[config.mk]
export PLATFORM = sky130hd
export DESIGN_NAME = blit_counter
export DESIGN_NICKNAME = d
export VERILOG_FILES = /design/src/blit/blit_counter.sv
export SDC_FILE = /design/constraint.sdc
export NUM_CORES = 1
export LEC_CHECK = 0
export BUFFER_PORTS_ARGS = -buffer_cell sky130_fd_sc_hd__buf_2
export CAP_MARGIN = 40
export CORE_ASPECT_RATIO = 0.9
export CORE_MARGIN = 3
export CORE_UTILIZATION = 49
export DETAILED_ROUTE_END_ITERATION = 10
export PLACE_DENSITY = 0.77
export SYNTH_ARGS = -nofsm -noshare
export SYNTH_HDL_FRONTEND = slang
export SYNTH_SLANG_ARGS = --single-unit
[constraint.sdc]
create_clock -name clk -period 1.59 [get_ports clk]
set_input_delay 0.0795 -clock clk [delete_from_list [all_inputs] [get_ports clk]]
set_output_delay 0.0795 -clock clk [all_outputs]
set_load 0.01 [all_outputs]
[src/blit/blit_counter.sv]
// fill blit address and remaining word counter, advanced once per acked vram write
`default_nettype none
`timescale 1ns/10ps

module blit_counter #(
    parameter int VRAM_AW = 12
) (
    input  wire logic               clk,
    input  wire logic               reset_i,
    input  wire logic               load_i,     // blit start
    input  wire logic [VRAM_AW-1:0] dst_i,
    input  wire logic [VRAM_AW-1:0] count_i,    // words minus one
    input  wire logic               step_i,     // one word done
    output logic      [VRAM_AW-1:0] addr_o,
    output logic                    last_o
);

logic [VRAM_AW-1:0] addr_q;
logic [VRAM_AW-1:0] rem_q;      // words left after the current one

always_ff @(posedge clk) begin
    if (reset_i) begin
        addr_q <= '0;
        rem_q  <= '0;
    end else if (load_i) begin
        addr_q <= dst_i;
        rem_q  <= count_i;
    end else if (step_i) begin
        addr_q <= addr_q + 1'b1;
        rem_q  <= rem_q - 1'b1;
    end
end

// look ahead one word on a step, the arbiter can write every cycle
assign addr_o = addr_q + {{(VRAM_AW-1){1'b0}}, step_i};
assign last_o = (rem_q == '0);

endmodule

`default_nettype wire

==> metrics.cfg <==
[pwr]
power_frac_seq = 0.471
power_frac_clock = 0.267
power_leakage_uw = 0.000950
p_int_uw = 1080
powerDensity_nw_per_um2 = 718
p_switching_uw = 457
p_total_uw = 1540
switching_share = 0.297
comb_power_share = 0.262
vdd_ir_drop_max_mv = 0.661

[status]
failed_checks = negative setup slack
status = finished with violations

[place]
place_congestion = 0.815
port_buffers = 40
dp_hpwl_um = 2560

[grt]
grt_max_degree = 26
antenna_found_initial = 0
grt_overflow = 0
grt_pass1_wl_um = 5950
grt_pass1_vias = 1285
grt_usage = 0.196

[clock_tree]
clk_latency_ps = 260
clkTransAtPathRegs_ps = 80
cts.sinks = 24
cts_buffer_depth = 2
cts-root-buf = clkbuf_8
cts_tree = yes
cts_buffers = 3
h-tree-depth = 1

[critical_path]
cp-end-kind = output port
cp.required_ps = 1510
cp-startpoint = addr_q[10]$_SDFFE_PP0P_
worstPathArrival_ps = 1540
start_kind = register
path_class = register to output port
crit_fanout = 4
r2r-start = addr_q[1]$_SDFFE_PP0P_

[die]
die_h_um = 60.6
start_util = 0.521
pin_count = 41
floorplan.die_area_um2 = 4040
die_w_um = 66.7
core-area_um2 = 3110
row_count = 19

[routing]
vias_per_cell = 5.29
routed_wl_um = 4160
wire_per_inst_um = 14.7
vias = 1498
first_pass_iters = 4
drtIter0Drc = 125
ant_nets = 0
drc = 0

[min_path]
min_from = dst_i[0]
min_path_type = input port to register

[cells_and_area]
drive_above_1_share = 0.398
areaGrowthSynthToFinish_pct = 32.0
fill_cells = 237
seqCellArea_um2 = 510
n_antenna_cell = 0
multi_input_comb_area_um2 = 1120
final_nets = 275

[yosys]
yosys_warnings = 0
async_flop_share = 0
yosysSeqAreaShare = 0.296
synth-main-ff-cell = dfxtp_1
synth_nets = 224
synth_cells = 191
syn_area_um2 = 1620
syn_area_per_cell_um2 = 8.50
synth-seq-cells = 24
synth_edf_count = 0
synth_cell_types = 36

[timing]
setup_viol = 2
max_freq_ghz = 0.616
worst_slack_ps = -32.2
skew_ps = 1.26
maxSlewHeadroom = 0.694
hold-worst-slack_ps = 42.1
fin_crit_ps = 1620
post-route-period-util = 1.02
drv_slew = 0
rsz0062_at_grt = yes
worst_pin_slew_ps = 459
hold_violations = 0

[run]
maxCapViolations = 0

==> worst paths after layout <==
kind | end | slack, ps | depth (start not counted)
worst max-delay path | addr_o[11] | -30 | 4
worst max register to register | addr_q[5]$_SDFFE_PP0P_ | 60 | 5
worst min register to register | rem_q[10]$_SDFFE_PP0P_ | 620 | 2
worst min-delay path | addr_q[0]$_SDFFE_PP0P_ | 40 | 3
==> sequential cells by signal, summed over array words and instances, names as in the netlist <==
name,flops
addr_q,12
rem_q,12
==> cells by family (layout without fill, tap and decap cells) <==
| group | count (synthesis) | after routing | synth area share |
|---|---|---|---|
| AO/OA/AOI/OAI | 33 | 33 | 0.125 |
| XOR/XNOR | 30 | 30 | 0.162 |
| AND/OR/NAND/NOR | 67 | 67 | 0.255 |
| buffers and inverters | 25 | 75 | 0.0809 |
| flip-flops | 24 | 24 | 0.296 |
| multiplexers | 7 | 7 | 0.0431 |
| adder cells (fa/ha/maj) | 5 | 5 | 0.0385 |
==> layout by cell type, fill, tap and decap left out, types with 7 or more instances in the layout <==
cell     instances
xor2_1          12
a21oi_1         16
inv_1           11
xnor2_1         18
o21a_1          10
dfxtp_1         12
nor2_1          19
nand2_1          8
mux2i_1          7
buf_4           17
buf_2           40
nor3_1           7
==> what timing repair did <==
item                                    in CTS  in global routing
resized for setup                           15                 23
pin swaps                                    2                  8
buffers inserted                             3                  7
hold buffers                                 0                  0
endpoints found under the setup margin       8                  9
==> Yosys cell counts (6+ instances only) <==
library cell / number / share of area
nand3_1: 7 / 0.022
xnor2_1: 18 / 0.097
xor2_1: 12 / 0.065
mux2i_1: 7 / 0.043
nand4_1: 6 / 0.023
dfxtp_1: 24 / 0.30
nor3_1: 9 / 0.028
a21oi_1: 16 / 0.049
inv_1: 13 / 0.030
o21a_1: 10 / 0.046
nand2_1: 9 / 0.021
nor2_1: 20 / 0.046
==> stage by stage <==
stage	cell area, µm²	util	setup TNS, ps	worst slack [ps]	cells
detailed placement	1850	0.595	0	55.9	269
floorplan	1620	-	0	181	191
finish	2140	0.688	-42.9	-32.2	283
global route	2140	0.688	-445	-97.9	283
CTS	1990	0.638	-57.3	-57.3	276
global placement	1850	0.595	0	126	269
==> critical path: stages (launching register included) <==
cell	delay [ps]
dfxtp_1	420
nand4_1	230
nor4_4	330
xor2_1	160
buf_2	140
==> area by class of cell <==
| cell class | instances | area share |
|---|---|---|
| timing repair buffer | 58 | 0.162 |
| clock buffer | 4 | 0.0257 |
| inverter | 13 | 0.0245 |
| multi-input combinational | 142 | 0.525 |
| sequential | 24 | 0.238 |
| tap | 42 | 0.0245 |
==> power by group through the flow <==
stage / logic, µW / clock network [µW] / registers [µW]
global placement: 339 / 0 / 728
finish: 404 / 410 / 725
detailed placement: 343 / 0 / 728
floorplan: 256 / 0 / 710
global route: 445 / 447 / 731
CTS: 361 / 429 / 720
==> metal layers <==
metal / vias to the layer above / track usage / share of wire
li1: 755 / - / -
met1: 673 / 0.263 / 0.43
met2: 57 / 0.301 / 0.48
met3: 13 / 0.0574 / 0.066
met4: 0 / 0.0696 / 0.023
met5: - / 0 / 0
No activity file was read; power rests on OpenSTA's default activity.
