File: config.mk
export PLATFORM = sky130hd
export DESIGN_NAME = blit_fsm
export DESIGN_NICKNAME = d
export VERILOG_FILES = /design/src/common/vram_blit_pkg.sv /design/src/blit/blit_fsm.sv
export SDC_FILE = /design/constraint.sdc
export NUM_CORES = 1
export LEC_CHECK = 0
export BUFFER_PORTS_ARGS = -buffer_cell sky130_fd_sc_hd__buf_4
export CAP_MARGIN = 20
export CORE_AREA = 2 2 39 41
export DETAILED_ROUTE_END_ITERATION = 7
export DIE_AREA = 0 0 41 43
export GPL_ROUTABILITY_DRIVEN = 0
export GPL_TIMING_DRIVEN = 0
export PLACE_DENSITY_LB_ADDON = 0.15
export SYNTH_ARGS = -nofsm -noshare
export SYNTH_HDL_FRONTEND = slang
export SYNTH_SLANG_ARGS = --single-unit
export TNS_END_PERCENT = 20
File: constraint.sdc
create_clock -name clk -period 1.3 [get_ports clk]
set_clock_uncertainty 0.2 [all_clocks]
set_input_delay 0.26 -clock clk [delete_from_list [all_inputs] [get_ports clk]]
set_output_delay 0.26 -clock clk [all_outputs]
set_load 0.1 [all_outputs]
File: src/common/vram_blit_pkg.sv
// shared types and register map for the tile video host interface, imported by every rtl block
`default_nettype none

package vram_blit_pkg;

    // one vram or host register word
    typedef logic [15:0] word_t;

    // host register numbers on the byte bus
    typedef enum logic [3:0] {
        XM_STATUS     = 4'd0,   // ro, bit 15 = blit busy
        XM_INT_CTRL   = 4'd1,   // mask in bit 8, pending in bit 0
        XM_WR_ADDR    = 4'd2,   // vram write address
        XM_DATA       = 4'd3,   // vram data port, both directions
        XM_RD_ADDR    = 4'd4,   // vram read address
        XM_BLIT_DST   = 4'd5,   // fill destination
        XM_BLIT_VALUE = 4'd6,   // fill word
        XM_BLIT_COUNT = 4'd7    // words minus one, write starts blit
    } reg_num_e;

    // blitter sequencing
    typedef enum logic [1:0] {
        BLIT_IDLE = 2'd0,
        BLIT_RUN  = 2'd1,
        BLIT_DONE = 2'd2
    } blit_state_e;

    // interrupt bit positions
    // pending status at this bit of XM_INT_CTRL, mask at 8 above it
    localparam int INTR_BLIT = 0;

endpackage

`default_nettype wire

File: src/blit/blit_fsm.sv
// fill blit sequencer, holds the vram select during a run and flags busy and done
`default_nettype none
`timescale 1ns/10ps

module blit_fsm
    import vram_blit_pkg::*;
(
    input  wire logic   clk,
    input  wire logic   reset_i,
    input  wire logic   blit_start_i,   // start pulse from registers
    input  wire logic   blit_last_i,    // current word is the final one
    input  wire logic   blit_ack_i,     // vram wrote one word
    output logic        blit_sel_o,
    output logic        blit_busy_o,
    output logic        blit_done_o,    // one cycle
    output logic        blit_step_o     // advance counter
);

blit_state_e state_q;
blit_state_e state_d;

always_comb begin
    state_d = state_q;
    case (state_q)
        BLIT_IDLE: begin
            if (blit_start_i) begin
                state_d = BLIT_RUN;
            end
        end
        BLIT_RUN: begin
            if (blit_ack_i && blit_last_i) begin
                state_d = BLIT_DONE;    // final word written
            end
        end
        BLIT_DONE:  state_d = BLIT_IDLE;
        default:    state_d = BLIT_IDLE;
    endcase
end

always_ff @(posedge clk) begin
    if (reset_i) begin
        state_q <= BLIT_IDLE;
    end else begin
        state_q <= state_d;
    end
end

// select drops in the final ack cycle so no word past the range is written
assign blit_sel_o  = (state_q == BLIT_RUN) && !(blit_ack_i && blit_last_i);
assign blit_step_o = (state_q == BLIT_RUN) && blit_ack_i;
assign blit_busy_o = (state_q != BLIT_IDLE);    // through the done cycle
assign blit_done_o = (state_q == BLIT_DONE);

endmodule

`default_nettype wire

==> impl_results.md <==
* Mapped Avg Cell Area at 7.892 sq um
* Filler cells at 153
* RR Endpoint: state_q[1]$_SDFFE_PP0P_
* Num CTS Buffers at 3
* Hold Vio Cnt, Final at 0
* Core area at 0.001384 sq mm
* Clock power frac at 40.1%
* Synth warnings at 0
* Peak supply drop at 283.5 uV
* Post-DRT Antenna Nets at 0
* Most frequent cells in the layout: 6 x buf_4, 4 x buf_12, 3 x clkbuf_4
* Fraction of layout cells with a size suffix above 1 at 77.78%
* Ports at 9
* Number of synthesized register bits at 2
* Seq/Total Area, Yosys at 39.02%
* Die height at 43 um
* Post-synth cell types at 11
* Initial Util at 7.414%
* Logic pwr share at 39.5%
* Max cap viols at 0
* Hold depth at 3
* Die W at 41 um
* Final min period at 1.505 ns
* Tot Pwr at 0.0003519 W
* Switching pwr at 0.0001272 W
* Routed WL at 359 um
* Seq. cell area at 45.04 sq um
* Syn-to-layout area delta at 213.4%
* Maximum fanout along the worst path at 4
* R2R cell count at 3
* Drt wl/cell at 8.349 um
* TritonCTS clock tree: yes
* Commonest non-fill, non-tap cell in the layout: buf_4
* RSZ-0062 raised after global routing: true
* GRT overflow at 0
* DIE AREA at 0.001763 sq mm
* Clock transition at path regs at 0.03 ns
* Max Slew Vio Count at 0
* Top flop regs: state_q x2
* Clock Path Buffers at 2
* Number of H-tree levels at 1
* Status: finished with violations
* Initial antenna violation count at 0
* Worst hold start: blit_last_i
* Crit path arrival time at 1.05 ns
* Cell Area, Synth at 102.6 sq um
* Buffers added on ports at 8
* Worst-Skew Late Latency at 0.23 ns
* Multi-input logic area at 95.09 sq um
* Post-route cell area at 321.6 sq um
* Worst slew margin at 88.70%
* Worst Hold Class: input port to flop
* Final setup fails at 4
* Final setup TNS at -0.5952 ns
* Worst EP required at 0.84 ns
* Max reg flops at 2
* Final period utilization at 115.8%
* # DRC at 0
* Largest net degree at the start of global routing at 6
* Reg-to-Reg Start: state_q[1]$_SDFFE_PP0P_
* Setup ws final at -0.2052 ns
* Vias in the first global route at 160
* Reg with most FFs: state_q
* Worst reg2reg setup slack at 0.28 ns
* Startpoint Class: flop
* Placed Area at 219.0 sq um
* Worst-Margin Slew at 0.1681 ns
* Syn_nets at 18
* Net Sw Frac at 36.15%
* Sequential fraction of design power at 20.4%
* Setup CP Type: flop to output port
* Diode count at 0
* Crit. End Element: output port
* Setup crit start: state_q[1]$_SDFFE_PP0P_
* Gr usage total at 6.814%
* Min-Delay Endpoint: state_q[1]$_SDFFE_PP0P_
* Pwr dens at 1094 mW/mm^2
* Root buffer cell: clkbuf_4
* Cells after synthesis at 13
* F_max at 0.6644 GHz
* Vias per cell at 3.372
* Internal Pwr Total at 0.0002247 W
* Layout Nets at 34
* Failing checks: negative setup slack
* First DRT Iteration DRCs at 0
* First-pass GRT wire length at 703 um
* # rows at 14
* WHS at 0.09245 ns
* First drt pass iteration count at 1
* TritonCTS Sinks at 2
* DR vias at 145
* Leakage at 0.1343 nW
worst max path at each step:
stage | endpoint | cells past startpoint | slack [ns]
after floorplan | blit_sel_o | 2 | -0.17
after global routing | blit_sel_o | 3 | -0.25
final | blit_sel_o | 3 | -0.21
after detailed placement | blit_sel_o | 3 | -0.05
after global placement | blit_sel_o | 3 | -0.04
after CTS | blit_sel_o | 3 | -0.22
power by group through the flow:
stage | combinational (W) | clock [W] | sequential (W)
after global routing | 0.000145 | 0.000159 | 0.0000732
after CTS | 0.000136 | 0.000148 | 0.0000721
final | 0.000139 | 0.000141 | 0.0000719
after floorplan | 0.0000802 | 0 | 0.0000720
after detailed placement | 0.000106 | 0 | 0.0000734
after global placement | 0.000106 | 0 | 0.0000730
per-stage QoR:
| step | worst slack (ns) | instances | utilization, % |
|---|---|---|---|
| after detailed placement | -0.04739 | 37 | 15.82 |
| after CTS | -0.2155 | 42 | 22.69 |
| final | -0.2052 | 43 | 23.24 |
| after floorplan | -0.1734 | 13 | - |
| after global routing | -0.2511 | 43 | 23.24 |
| after global placement | -0.03744 | 37 | 15.82 |
what timing repair did:
action / CTS / global route
endpoints found under the hold margin: 2 / 0
setup buffers: 1 / 1
setup endpoints to repair: 4 / 4
pin swaps: 0 / 0
gates resized for setup: 14 / 0
hold buffers: 1 / 0
layout make-up:
type | instances | area share [%]
Tap cell | 16 | 6.226
Inverter | 1 | 1.167
Timing Repair Buffer | 11 | 42.02
Multi-Input combinational cell | 10 | 29.57
Sequential cell | 2 | 14.01
Clock buffer | 3 | 7.004
per-layer routing:
layer / wire (um) / part of all wire, % / up-vias / global-route usage (%)
met1: 129 / 36 / 58 / 6.709
met4: 14 / 3.9 / 0 / 6.000
li1: - / - / 75 / -
met2: 157 / 44 / 10 / 6.875
met3: 57 / 16 / 2 / 8.377
met5: 0 / 0 / - / 0
synth_stat cells, drive strengths merged:
cell / n / area share (%)
nand2: 1 / 3.7
dfxtp: 2 / 39
nor3: 1 / 4.9
or2: 1 / 6.1
nand2b: 1 / 6.1
nor2: 2 / 7.3
a21oi: 1 / 4.9
and3: 1 / 6.1
nor2b: 1 / 6.1
inv: 1 / 3.7
nor4: 1 / 12
worst max-delay path: stages (launching register included):
cell	delay, ns
dfxtp_2	0.33
nand2b_4	0.16
a21oi_4	0.14
buf_12	0.19
logic make-up after synthesis:
kind of cell	after synthesis	synth area share (%)
and+or+nand+nor	9	52.45
DFF	2	39.03
AOI/OAI and AO/OA	1	4.873
buffers and inverters	1	3.655
(Power assumes the default switching activity.)
