`config.mk`:
```
export PLATFORM = sky130hd
export DESIGN_NAME = reg_interface
export DESIGN_NICKNAME = d
export VERILOG_FILES = /design/src/common/vram_blit_pkg.sv /design/src/regs/reg_interface.sv
export SDC_FILE = /design/constraint.sdc
export NUM_CORES = 1
export LEC_CHECK = 0
export BUFFER_PORTS_ARGS = -buffer_cell sky130_fd_sc_hd__buf_2
export CELL_PAD_IN_SITES_DETAIL_PLACEMENT = 0
export CELL_PAD_IN_SITES_GLOBAL_PLACEMENT = 1
export CORE_AREA = 2 2 100 150
export DETAILED_ROUTE_END_ITERATION = 10
export DIE_AREA = 0 0 102 152
export GPL_TIMING_DRIVEN = 0
export PLACE_DENSITY = 0.85
export SKIP_CTS_REPAIR_TIMING = 1
export SLEW_MARGIN = 0
export SYNTH_ARGS = -nofsm -noshare
export SYNTH_HDL_FRONTEND = slang
export SYNTH_SLANG_ARGS = --single-unit
export TNS_END_PERCENT = 10
```
`constraint.sdc`:
```
create_clock -name clk -period 3.5 [get_ports clk]
set_input_delay 0.35 -clock clk [delete_from_list [all_inputs] [get_ports clk]]
set_output_delay 0.35 -clock clk [all_outputs]
set_load 0.01 [all_outputs]
```
`src/common/vram_blit_pkg.sv`:
```
// shared types and register map for the tile video host interface, imported by every rtl block
`default_nettype none

package vram_blit_pkg;

    // one vram or host register word
    typedef logic [15:0] word_t;

    // host register numbers on the byte bus
    typedef enum logic [3:0] {
        XM_STATUS     = 4'd0,   // ro, bit 15 = blit busy
        XM_INT_CTRL   = 4'd1,   // mask in bit 8, pending in bit 0
        XM_WR_ADDR    = 4'd2,   // vram write address
        XM_DATA       = 4'd3,   // vram data port, both directions
        XM_RD_ADDR    = 4'd4,   // vram read address
        XM_BLIT_DST   = 4'd5,   // fill destination
        XM_BLIT_VALUE = 4'd6,   // fill word
        XM_BLIT_COUNT = 4'd7    // words minus one, write starts blit
    } reg_num_e;

    // blitter sequencing
    typedef enum logic [1:0] {
        BLIT_IDLE = 2'd0,
        BLIT_RUN  = 2'd1,
        BLIT_DONE = 2'd2
    } blit_state_e;

    // interrupt bit positions
    // pending status at this bit of XM_INT_CTRL, mask at 8 above it
    localparam int INTR_BLIT = 0;

endpackage

`default_nettype wire

```
`src/regs/reg_interface.sv`:
```
// host byte bus registers, drives the host vram client, starts blits and keeps blit interrupt state
`default_nettype none
`timescale 1ns/10ps

module reg_interface
    import vram_blit_pkg::*;
#(
    parameter int VRAM_AW = 12
) (
    input  wire logic               clk,
    input  wire logic               reset_i,
    input  wire logic               bus_cs_n_i,
    input  wire logic               bus_rd_nwr_i,
    input  wire logic [3:0]         bus_reg_num_i,
    input  wire logic               bus_bytesel_i,
    input  wire logic [7:0]         bus_data_i,
    output logic      [7:0]         bus_data_o,     // registered, held until next read
    output logic                    bus_intr_o,
    output logic                    regs_sel_o,     // held until ack
    output logic                    regs_wr_o,
    output logic      [VRAM_AW-1:0] regs_addr_o,
    output word_t                   regs_wdata_o,
    input  wire logic               regs_ack_i,
    input  wire word_t              vram_rdata_i,   // valid with ack
    output logic                    blit_start_o,   // one cycle pulse
    output logic      [VRAM_AW-1:0] blit_dst_o,
    output logic      [VRAM_AW-1:0] blit_count_o,
    output word_t                   blit_value_o,
    input  wire logic               blit_busy_i,
    input  wire logic               blit_done_i     // one cycle pulse
);

reg_num_e           reg_num;
logic               cs_wr;          // write strobe, either byte
logic               cs_rd;          // read strobe, either byte
logic               word_wr;        // odd byte write completes a word
logic               data_rd;        // odd byte read of XM_DATA, fetches next word
logic               intr_clear;     // host clears blit pending
logic [7:0]         hi_byte_q;      // even byte, latched only
word_t              wr_word;
word_t              rd_word;        // word selected for readback
word_t              rd_data_q;      // prefetched vram word
logic [VRAM_AW-1:0] wr_addr_q;
logic [VRAM_AW-1:0] rd_addr_q;      // next prefetch address
logic               intr_mask_q;
logic               intr_pend_q;

assign reg_num    = reg_num_e'(bus_reg_num_i);
assign cs_wr      = ~bus_cs_n_i & ~bus_rd_nwr_i;
assign cs_rd      = ~bus_cs_n_i & bus_rd_nwr_i;
assign word_wr    = cs_wr & bus_bytesel_i;
assign data_rd    = cs_rd & bus_bytesel_i && (reg_num == XM_DATA);
assign wr_word    = {hi_byte_q, bus_data_i};    // even byte is the high byte
assign intr_clear = word_wr && (reg_num == XM_INT_CTRL) && wr_word[INTR_BLIT];

// readback mux, unlisted numbers read zero
always_comb begin
    rd_word = '0;
    case (reg_num)
        XM_STATUS:      rd_word[15] = blit_busy_i;
        XM_INT_CTRL: begin
            rd_word[8 + INTR_BLIT] = intr_mask_q;
            rd_word[INTR_BLIT]     = intr_pend_q;
        end
        XM_WR_ADDR:     rd_word = word_t'(wr_addr_q);
        XM_DATA:        rd_word = rd_data_q;
        XM_RD_ADDR:     rd_word = word_t'(rd_addr_q);
        XM_BLIT_DST:    rd_word = word_t'(blit_dst_o);
        XM_BLIT_VALUE:  rd_word = blit_value_o;
        XM_BLIT_COUNT:  rd_word = word_t'(blit_count_o);
        default:        rd_word = '0;
    endcase
end

// control state
always_ff @(posedge clk) begin
    if (reset_i) begin
        bus_data_o   <= '0;
        bus_intr_o   <= 1'b0;
        regs_sel_o   <= 1'b0;
        regs_wr_o    <= 1'b0;
        wr_addr_q    <= '0;
        rd_addr_q    <= '0;
        blit_start_o <= 1'b0;
        intr_mask_q  <= 1'b0;
        intr_pend_q  <= 1'b0;
    end else begin
        blit_start_o <= 1'b0;
        if (regs_ack_i) begin
            regs_sel_o <= 1'b0;     // vram access done
        end
        if (cs_rd) begin
            bus_data_o <= bus_bytesel_i ? rd_word[7:0] : rd_word[15:8];
        end
        if (data_rd) begin          // prefetch next word
            regs_sel_o <= 1'b1;
            regs_wr_o  <= 1'b0;
            rd_addr_q  <= rd_addr_q + 1'b1;
        end
        if (word_wr) begin
            case (reg_num)
                XM_INT_CTRL:    intr_mask_q <= wr_word[8 + INTR_BLIT];
                XM_WR_ADDR:     wr_addr_q   <= wr_word[VRAM_AW-1:0];
                XM_DATA: begin
                    regs_sel_o <= 1'b1;
                    regs_wr_o  <= 1'b1;
                    wr_addr_q  <= wr_addr_q + 1'b1;     // auto increment
                end
                XM_RD_ADDR: begin   // new address, prefetch at once
                    regs_sel_o <= 1'b1;
                    regs_wr_o  <= 1'b0;
                    rd_addr_q  <= wr_word[VRAM_AW-1:0] + 1'b1;
                end
                XM_BLIT_COUNT:  blit_start_o <= ~blit_busy_i;   // dropped while busy
                default: ;
            endcase
        end
        // interrupt only on a fresh pending edge
        bus_intr_o  <= blit_done_i & intr_mask_q & ~intr_pend_q;
        intr_pend_q <= (intr_pend_q & ~intr_clear) | blit_done_i;
    end
end

// payload registers
always_ff @(posedge clk) begin
    if (cs_wr & ~bus_bytesel_i) begin
        hi_byte_q <= bus_data_i;
    end
    if (regs_ack_i & ~regs_wr_o) begin
        rd_data_q <= vram_rdata_i;  // prefetch lands here
    end
    if (data_rd) begin
        regs_addr_o <= rd_addr_q;
    end
    if (word_wr) begin
        case (reg_num)
            XM_DATA: begin
                regs_addr_o  <= wr_addr_q;
                regs_wdata_o <= wr_word;
            end
            XM_RD_ADDR:     regs_addr_o <= wr_word[VRAM_AW-1:0];
            // blit parameters locked while a fill runs
            XM_BLIT_DST:    if (!blit_busy_i) blit_dst_o <= wr_word[VRAM_AW-1:0];
            XM_BLIT_VALUE:  if (!blit_busy_i) blit_value_o <= wr_word;
            XM_BLIT_COUNT:  if (!blit_busy_i) blit_count_o <= wr_word[VRAM_AW-1:0];
            default: ;
        endcase
    end
end

endmodule

`default_nettype wire

```
==> qor.yml, run 1 <==
status: "complete, no violations"
yosysTopAreaCell: "edfxtp_1"
ys_ff_latch: 130
combPwrFrac: 0.074
crit_buf_inv: 4
cp.required_ps: 3620
yosysMostFrequentCell: "edfxtp_1"
synth_compound_area_frac: 0.152
synth_common_cells: "edfxtp_1 (80), dfxtp_1 (50), mux2i_1 (43), o21ai_0 (33), nand2_1 (26)"
dp_hpwl_mm: 14.6
seqCellArea_um2: 3400
multi_input_area_um2: 2390
cts_buffers: 17
drive_above_1_share: 0.271
synth_top_area_frac: 0.403
start_kind: "input port"
layout.nets: 698
rows: 54
period_share: 0.661
wl_per_cell_um: 23.4
p_sw_frac: 0.239
ys_dominant_reg_cell: "edfxtp_1"
drc_errors: 0
cts_tree: "done"
synth-edff-count: 80
seqPwrFrac: 0.468
hold_viol: 0
gr-total-overflow: 0
die_area_um2: 15500
place.gp.congestion: 0.963
grt_usage: 0.261
total_power_w: 0.00363
postRouteAntennaNets: 0
synth_fa_ha_area_frac: 0.00630
syn-num-nets: 560
max_slew_margin: 0.110
clk_latency_ps: 420
rsz0062_at_grt: "false"
avgSynthCellArea_um2: 11.4
synth.top_cells.by_area: "edfxtp_1 (40%), dfxtp_1 (17%), mux2i_1 (7.2%)"
maxCapViolCount: 0
drtIter0Drc: 663
drv_slew: 0
p_per_area_nw_per_um2: 489
p_int_w: 0.00276
synth-warning-count: 0
synth_top_family_by_area: "compound AO/OA/AOI/OAI gates"
wl_mm: 20.3
synth_xor_area_frac: 0.0132
ioPinCount: 116
tightest_slew_ps: 1320
slowest_stage: "nor3b_2"
grt_max_degree: 17
start_util: 0.416
dr_total_vias: 5333
end_kind: "register"
clock_skew_ps: 7.75
core-area_um2: 14300
nFillCells: 1271
synth.distinct_cells: 61
h-tree-depth: 4
crit_family: "buffers and inverters"
crit_chain: "buf_2, or3b_2, clkbuf_1, clkbuf_1, nor3b_2, buf_6"
cts_root_buffer: "clkbuf_16"
final_util: 0.517
power_switching_w: 0.000866
diodes: 0
hp-class: "in2reg"
port_buffers: 114
cts_sinks: 130
leakage_nw: 2.78
fmax_ghz: 0.432
crit_fanout: 13
vdd_drop_max_v: 0.000342
grt_pass1_vias: 5188
syn2layout_area_growth_pct: 24.3
cpPeakStageDelay_ps: 490
min_period_ps: 2310
power.share.clock: 0.458
crit_top_cell: "clkbuf_1"
syn_inst: 521
setup_viol_count_final: 0
dr.pass1.iters: 6
clk_pin_slew_worst_paths_ps: 60
yosysSeqAreaShare: 0.571
synthSimpleGateAreaFrac: 0.147
crit_arrival_ps: 2430
die_y_um: 152
critical_path_class: "in2reg"
viasPerCell: 6.14
cts.path.max_buffers: 2
synthMuxAreaShare: 0.0779
dieWidth_um: 102
grt_pass1_wl_mm: 29.9
syn_area_um2: 5960
async_flop_share: 0
grt_antenna_before_repair: 0
## cells in the final DEF, fill, tap and decap left out, types with 10 or more instances in the layout
master and n:
a21oi_1 19, a22oi_1 12, buf_2 130, clkbuf_1 24, clkbuf_16 17, dfxtp_1 50
edfxtp_1 80, mux2i_1 43, nand2_1 26, nand3_1 18, nand4_1 10, nor2_1 18
nor3_1 16, o21ai_0 33, o22ai_1 25
## layout make-up
type / instances / share of cell area
Clock inverter: 12 / 0.0147
Inverter: 5 / 0.00253
Clock buffer: 20 / 0.0603
Multi-Input combinational cell: 347 / 0.322
Sequential cell: 130 / 0.459
Tap cell: 196 / 0.0331
Timing Repair Buffer: 119 / 0.0846
Buffer: 39 / 0.0230
## cells by family after synthesis
group                    after synthesis
adder cells (fa/ha/maj)                3
flip-flops                           130
XOR/XNOR                               9
AND/OR/NAND/NOR                      152
multiplexers                          45
buffers and inverters                 44
AO/OA/AOI/OAI                        138
## path summary, 6_finish.rpt
check	from	end	slack (ps)	cells past startpoint
worst min register to register	bus_data_o[3]$_SDFFE_PP0N_	bus_data_o[3]$_SDFFE_PP0N_	450	2
worst min-delay path	vram_rdata_i[6]	rd_data_q[6]$_DFFE_PP_	100	1
worst max-delay path	bus_cs_n_i	blit_value_o[9]$_DFFE_PP_	1190	6
worst max register to register	rd_addr_q[4]$_SDFF_PP0_	rd_addr_q[11]$_SDFF_PP0_	1530	4
## state kept, by name (all words and copies together) (netlist names), 8 cells and up
name and count:
blit_value_o 16, regs_wdata_o 16, wr_addr_q 12, bus_data_o 8, blit_count_o 12, regs_addr_o 12, hi_byte_q 8, rd_addr_q 12
rd_data_q 16, blit_dst_o 12
## per-layer routing
metal,GRT usage,vias to the layer above,routed length [um]
li1,-,2320,-
met1,0.310,2556,7320
met2,0.435,362,10100
met3,0.0451,95,1620
met4,0.150,0,1220
met5,0,-,0
## through the flow
stage | worst slack [ps] | hold WS (ps) | cell area [um^2] | std cells | TNS (ps)
6_report | 1190 | 103 | 7410 | 868 | 0
5_1_grt | 1150 | 95.1 | 7410 | 868 | 0
4_1_cts | 1250 | 97.6 | 7410 | 868 | 0
3_5_place_dp | 821 | 440 | 6850 | 836 | 0
3_3_place_gp | -451 | 430 | 6770 | 831 | -13760
2_1_floorplan | 594 | 420 | 5960 | 521 | 0
## power groups by stage
stage          Sequential (W)  Clock (W)  Combinational (W)
2_1_floorplan         0.00173          0           0.000134
3_3_place_gp          0.00173          0           0.000254
3_5_place_dp          0.00173          0           0.000260
4_1_cts               0.00170    0.00167           0.000262
5_1_grt               0.00170    0.00174           0.000283
6_report              0.00170    0.00166           0.000267
No activity file was read; power rests on OpenSTA's default activity.
==> run 2, diff against run 1 <==
- ABC_AREA: unset -> 1
- CORE_AREA: 2 2 100 150 -> 2 2 108 163
- DIE_AREA: 0 0 102 152 -> 0 0 110 165
- PLACE_DENSITY: 0.85 -> 0.82
- clock period: 3.5 -> 1.9 ns (I/O delays scaled with it)
==> run 2 against run 1 <==
Compared with the run above:
- clock-buffer cell count is 2 lower
- synthesized area grew 2.2%
- combinational power grew 110%
- critical path depth rose by 1
- synthesized cell count rose by 36%
- clock power is 98% higher
- global-route usage fell by 1.6 points
- sequential power rose by 87%
==> qor.yml, run 2 <==
nFillCells: 1630
grt_antenna_before_repair: 0
crit_buf_inv: 4
drv_slew: 0
hold_viol: 0
fin_cells: 1080
wl_mm: 21.5
start_kind: "input port"
seqCellArea_um2: 3400
min_period_ps: 1780
crit_top_cell: "inv_2"
core-area_um2: 16600
clk_pin_slew_worst_paths_ps: 60
synth_top_area_frac: 0.394
yosysSeqAreaShare: 0.559
cts.path.max_buffers: 2
worst_r2r_path_depth: 9
p_int_w: 0.00527
cpPeakStageDelay_ps: 500
maxCapViolCount: 0
grt_max_degree: 17
end_kind: "register"
ioPinCount: 116
max_slew_margin: 0.369
avgSynthCellArea_um2: 8.61
period_share: 0.939
seqPwrFrac: 0.452
setup_viol_count_final: 0
synth-edff-count: 80
gr-total-overflow: 0
combPwrFrac: 0.081
hold-path-endpoint: "bus_intr_o$_SDFF_PP0_"
drive_above_1_share: 0.214
multi_input_area_um2: 2290
syn_inst: 707
synth-warning-count: 0
worstHoldStart: "blit_done_i"
cts_buffers: 17
dr_total_vias: 5634
design_area_um2: 7710
wl_per_cell_um: 19.9
start_util: 0.366
final_cell_mix: "nand2_1 (174), buf_2 (124), nor2_1 (81)"
grt_usage: 0.244
tightest_slew_ps: 941
power.share.clock: 0.466
dieWidth_um: 110
synth.top_cells.by_area: "edfxtp_1 (39%), dfxtp_1 (16%), nand2_1 (11%)"
diodes: 0
rsz0062_at_grt: "false"
rrSetupSlack_ps: 180
status: "complete, no violations"
crit_chain: "buf_2, inv_2, nor3_4, buf_6, inv_2, or2_1, nor2_4"
ys_dominant_reg_cell: "edfxtp_1"
grt_pass1_wl_mm: 31.8
yosysMostFrequentCell: "nand2_1"
critical_path_class: "in2reg"
tns_ps: 0
async_flop_share: 0
viasPerCell: 5.22
layout_commonest_cell: "nand2_1"
ys_ff_latch: 130
layout.nets: 896
slowest_stage: "nor2_4"
drc_errors: 0
postRouteAntennaNets: 0
power_switching_w: 0.00176
synth.distinct_cells: 35
dp_cells: 1032
p_per_area_nw_per_um2: 912
die_area_um2: 18200
clock_skew_ps: 7.81
place.gp.congestion: 0.916
dpl_cell_area_um2: 6940
clk_latency_ps: 420
r2r-start: "rd_addr_q[1]$_SDFF_PP0_"
synth_common_cells: "nand2_1 (174), nor2_1 (85), edfxtp_1 (80), inv_1 (73), nand3_1 (60)"
syn2layout_area_growth_pct: 26.6
syn_area_um2: 6090
yosysTopAreaCell: "edfxtp_1"
drtIter0Drc: 446
vdd_drop_max_v: 0.000657
grt_pass1_vias: 5480
crit_fanout: 16
crit_arrival_ps: 1830
final_util: 0.464
cp.required_ps: 1950
h-tree-depth: 4
dr.pass1.iters: 5
fmax_ghz: 0.561
cts_tree: "done"
cts_sinks: 130
leakage_nw: 3.18
crit_family: "simple AND/OR/NAND/NOR gates"
dp_hpwl_mm: 16.1
reg_top3: "blit_value_o: 16 flops, rd_data_q: 16 flops, regs_wdata_o: 16 flops"
rows: 58
p_sw_frac: 0.250
cts_root_buffer: "clkbuf_16"
hp-class: "in2reg"
hold_depth: 3
syn-num-nets: 746
port_buffers: 115
r2r_end: "rd_addr_q[8]$_SDFF_PP0_"
die_y_um: 165
==> run 2: cell types whose count changed in the layout (fill, tap and decap cells not counted), moves of 8 or more <==
| cell | previous run | this run |
|---|---|---|
| dlygate4sd3_1 | 0 | 16 |
| mux2i_1 | 43 | 0 |
| o22ai_1 | 25 | 0 |
| nand2_1 | 26 | 174 |
| inv_2 | 0 | 8 |
| o211ai_1 | 0 | 19 |
| nor2_1 | 18 | 81 |
| clkbuf_1 | 24 | 7 |
| a21oi_1 | 19 | 29 |
| inv_1 | 5 | 73 |
| nand3_1 | 18 | 60 |
| a22oi_1 | 12 | 1 |
==> run 2: cell type report <==
| cell class | instances | area share |
|---|---|---|
| Sequential cell | 130 | 0.441 |
| Multi-Input combinational cell | 474 | 0.297 |
| Timing Repair Buffer | 131 | 0.0954 |
| Clock buffer | 18 | 0.0557 |
| Inverter | 81 | 0.0394 |
| Tap cell | 210 | 0.0341 |
| Clock inverter | 14 | 0.0201 |
| Buffer | 22 | 0.0166 |
==> run 2: worst reg2reg max path, cell delays in order (launching register included) <==
cell	delay [ps]
dfxtp_1	400
ha_1	230
nand2_1	90
nor3_1	390
nand2_1	130
nor2_1	170
a21oi_1	80
o21ai_0	70
nand2_1	70
inv_1	50
==> run 2: how the worst max path moves through the flow <==
| stage | start | endpoint | slack, ps | cells past startpoint |
|---|---|---|---|---|
| 2_1_floorplan | bus_bytesel_i | blit_count_o[0]$_DFFE_PP_ | -20 | 6 |
| 3_3_place_gp | bus_bytesel_i | blit_count_o[7]$_DFFE_PP_ | -690 | 7 |
| 3_5_place_dp | bus_bytesel_i | blit_dst_o[1]$_DFFE_PP_ | -730 | 7 |
| 4_1_cts | bus_bytesel_i | blit_dst_o[6]$_DFFE_PP_ | -300 | 7 |
| 5_1_grt | rd_addr_q[1]$_SDFF_PP0_ | rd_addr_q[8]$_SDFF_PP0_ | 8 | 9 |
| 6_report | bus_bytesel_i | blit_value_o[15]$_DFFE_PP_ | 120 | 7 |
==> run 2: per-stage QoR <==
step / worst slack (ps) / hold WS (ps) / total power, W
after global placement: -687 / 368 / 0.00378
final: 116 / 37.6 / 0.00703
after global routing: 7.58 / 35.5 / 0.00722
after floorplan: -17.3 / 289 / 0.00351
after CTS: -297 / -62.7 / 0.00703
after detailed placement: -727 / 368 / 0.00378
==> run 2: per-layer routing <==
metal  part of all wire  vias up  routed length [um]  GRT usage
li1                   -     2694                   -          -
met1               0.36     2640                7850      0.268
met2               0.52      233               11100      0.427
met3              0.052       67                1120     0.0363
met4              0.067        0                1440      0.163
met5                  0        -                   0          0
==> run 2: logic make-up after synthesis <==
logic type      Yosys count  share of synthesized area
buf+inv                 103                     0.0699
flops                   130                      0.559
simple gates            352                      0.246
compound gates          112                      0.109
xor+xnor                  7                     0.0101
fa+ha+maj                 3                    0.00616
==> run 2: power by group through the flow <==
| stage | clock network, W | logic [W] | registers [W] |
|---|---|---|---|
| final | 0.00328 | 0.000573 | 0.00318 |
| after global routing | 0.00340 | 0.000628 | 0.00319 |
| after CTS | 0.00330 | 0.000544 | 0.00318 |
| after detailed placement | 0 | 0.000540 | 0.00324 |
| after global placement | 0 | 0.000541 | 0.00324 |
| after floorplan | 0 | 0.000258 | 0.00325 |
==> run 3, diff against run 2 <==
- CORE_AREA: 2 2 108 163 -> 2 2 98 148
- DIE_AREA: 0 0 110 165 -> 0 0 100 150
- PLACE_DENSITY: 0.82 -> 0.93
- clock period: 1.9 -> 2.2 ns (I/O delays scaled with it)
==> run 3 against run 2 <==
Compared with the run above:
- flip-flop and latch count unchanged
- critical endpoint is now blit_dst_o[8]$_DFFE_PP_
- highest routed layer unchanged
- non-clock buffer count up 1
- via count up 3.9%
- power down 14%
==> qor.yml, run 3 (synthesized netlist as in run 2, its figures left out) <==
status: "complete, no violations"
grt_usage: 0.279
grt_pass1_vias: 5557
cts_sinks: 130
cts_root_buffer: "clkbuf_16"
dr_total_vias: 5851
dpl_cell_area_um2: 6890
fin_hold_ws_ps: 63.8
place.gp.congestion: 0.994
leakage_nw: 3.20
drc_errors: 0
cts_buffers: 17
wl_mm: 21.2
power_switching_w: 0.00168
nFillCells: 1286
clk_pin_slew_worst_paths_ps: 70
rows: 53
dp_cells: 988
setup_viol_count_final: 0
drive_above_1_share: 0.216
h-tree-depth: 4
dieWidth_um: 100
layout.nets: 897
min_period_ps: 1990
cp.required_ps: 2260
start_kind: "input port"
ioPinCount: 116
core-area_um2: 13800
drtIter0Drc: 457
hold_viol: 0
dr.pass1.iters: 5
cts.path.max_buffers: 2
multi_input_area_um2: 2280
seqPwrFrac: 0.451
fin_cells: 1039
grt_pass1_wl_mm: 30.6
die_area_um2: 15000
max_slew_margin: 0.219
vdd_drop_max_v: 0.000417
period_share: 0.905
reg_top3: "blit_value_o: 16 flops, rd_data_q: 16 flops, regs_wdata_o: 16 flops"
use_met2: 0.470
clock_skew_ps: 6.88
final_util: 0.556
combPwrFrac: 0.081
postRouteAntennaNets: 0
fmax_ghz: 0.502
met1_usage: 0.335
gr-total-overflow: 0
p_int_w: 0.00441
tightest_slew_ps: 1160
grt.busiest_layer: "met2"
hp-class: "in2reg"
met3_usage: 0.0476
grt_max_degree: 18
start_util: 0.441
maxCapViolCount: 0
design_area_um2: 7670
cts_tree: "done"
seqCellArea_um2: 3400
critical_path_class: "in2reg"
crit_arrival_ps: 2050
grt_antenna_before_repair: 2
final_cell_mix: "nand2_1 (174), buf_2 (125), nor2_1 (81)"
rsz0062_at_grt: "false"
syn2layout_area_growth_pct: 26.0
drv_slew: 0
p_sw_frac: 0.275
layout_commonest_cell: "nand2_1"
wl_per_cell_um: 20.4
viasPerCell: 5.63
p_per_area_nw_per_um2: 793
crit_fanout: 12
port_buffers: 115
power.share.clock: 0.468
end_kind: "register"
dp_hpwl_mm: 15.3
clk_latency_ps: 430
die_y_um: 150
[run 3: layout make-up]
| class | count | share of cell area |
|---|---|---|
| tap | 165 | 0.0269 |
| buffer | 22 | 0.0158 |
| inverter | 81 | 0.0396 |
| multi-input combinational | 474 | 0.297 |
| sequential | 130 | 0.444 |
| clock buffer | 17 | 0.0554 |
| antenna | 3 | 0.000978 |
| clock inverter | 15 | 0.0232 |
| timing repair buffer | 132 | 0.0978 |
[run 3: worst max-delay path: stages]
cell	delay, ps
buf_2	100
inv_2	100
nor3_4	290
buf_2	310
inv_2	160
or2_1	330
nor2_2	540
[run 3: per-layer routing]
| layer | share of wire | routed length, um | vias to the layer above |
|---|---|---|---|
| li1 | - | - | 2696 |
| met1 | 0.37 | 7800 | 2735 |
| met2 | 0.50 | 10500 | 340 |
| met3 | 0.078 | 1640 | 80 |
| met4 | 0.057 | 1210 | 0 |
| met5 | 0 | 0 | - |
[run 3: through the flow]
step / power (W) / worst slack, ps / setup TNS [ps]
2_1_floorplan: 0.00303 / 91.2 / 0
3_3_place_gp: 0.00325 / -684 / -21740
3_5_place_dp: 0.00325 / -695 / -21890
4_1_cts: 0.00608 / -263 / -4480
5_1_grt: 0.00624 / 135 / 0
6_report: 0.00608 / 209 / 0
[run 3: worst paths after layout]
check                                              from                    endpoint  slack (ps)  cells past startpoint
worst max-delay path                      bus_bytesel_i     blit_dst_o[8]$_DFFE_PP_         210                      7
worst min register to register   hi_byte_q[5]$_DFFE_PP_  regs_wdata_o[13]$_DFFE_PP_         450                      0
worst max register to register  rd_addr_q[1]$_SDFF_PP0_     rd_addr_q[8]$_SDFF_PP0_         460                      9
worst min-delay path                      bus_data_i[5]   regs_wdata_o[5]$_DFFE_PP_          60                      1
[run 3: power by group through the flow]
stage / combinational, W / clock, W / sequential, W
global placement: 0.000450 / 0 / 0.00280
detailed placement: 0.000458 / 0 / 0.00280
global route: 0.000532 / 0.00296 / 0.00275
floorplan: 0.000223 / 0 / 0.00281
finish: 0.000490 / 0.00285 / 0.00275
CTS: 0.000461 / 0.00287 / 0.00274
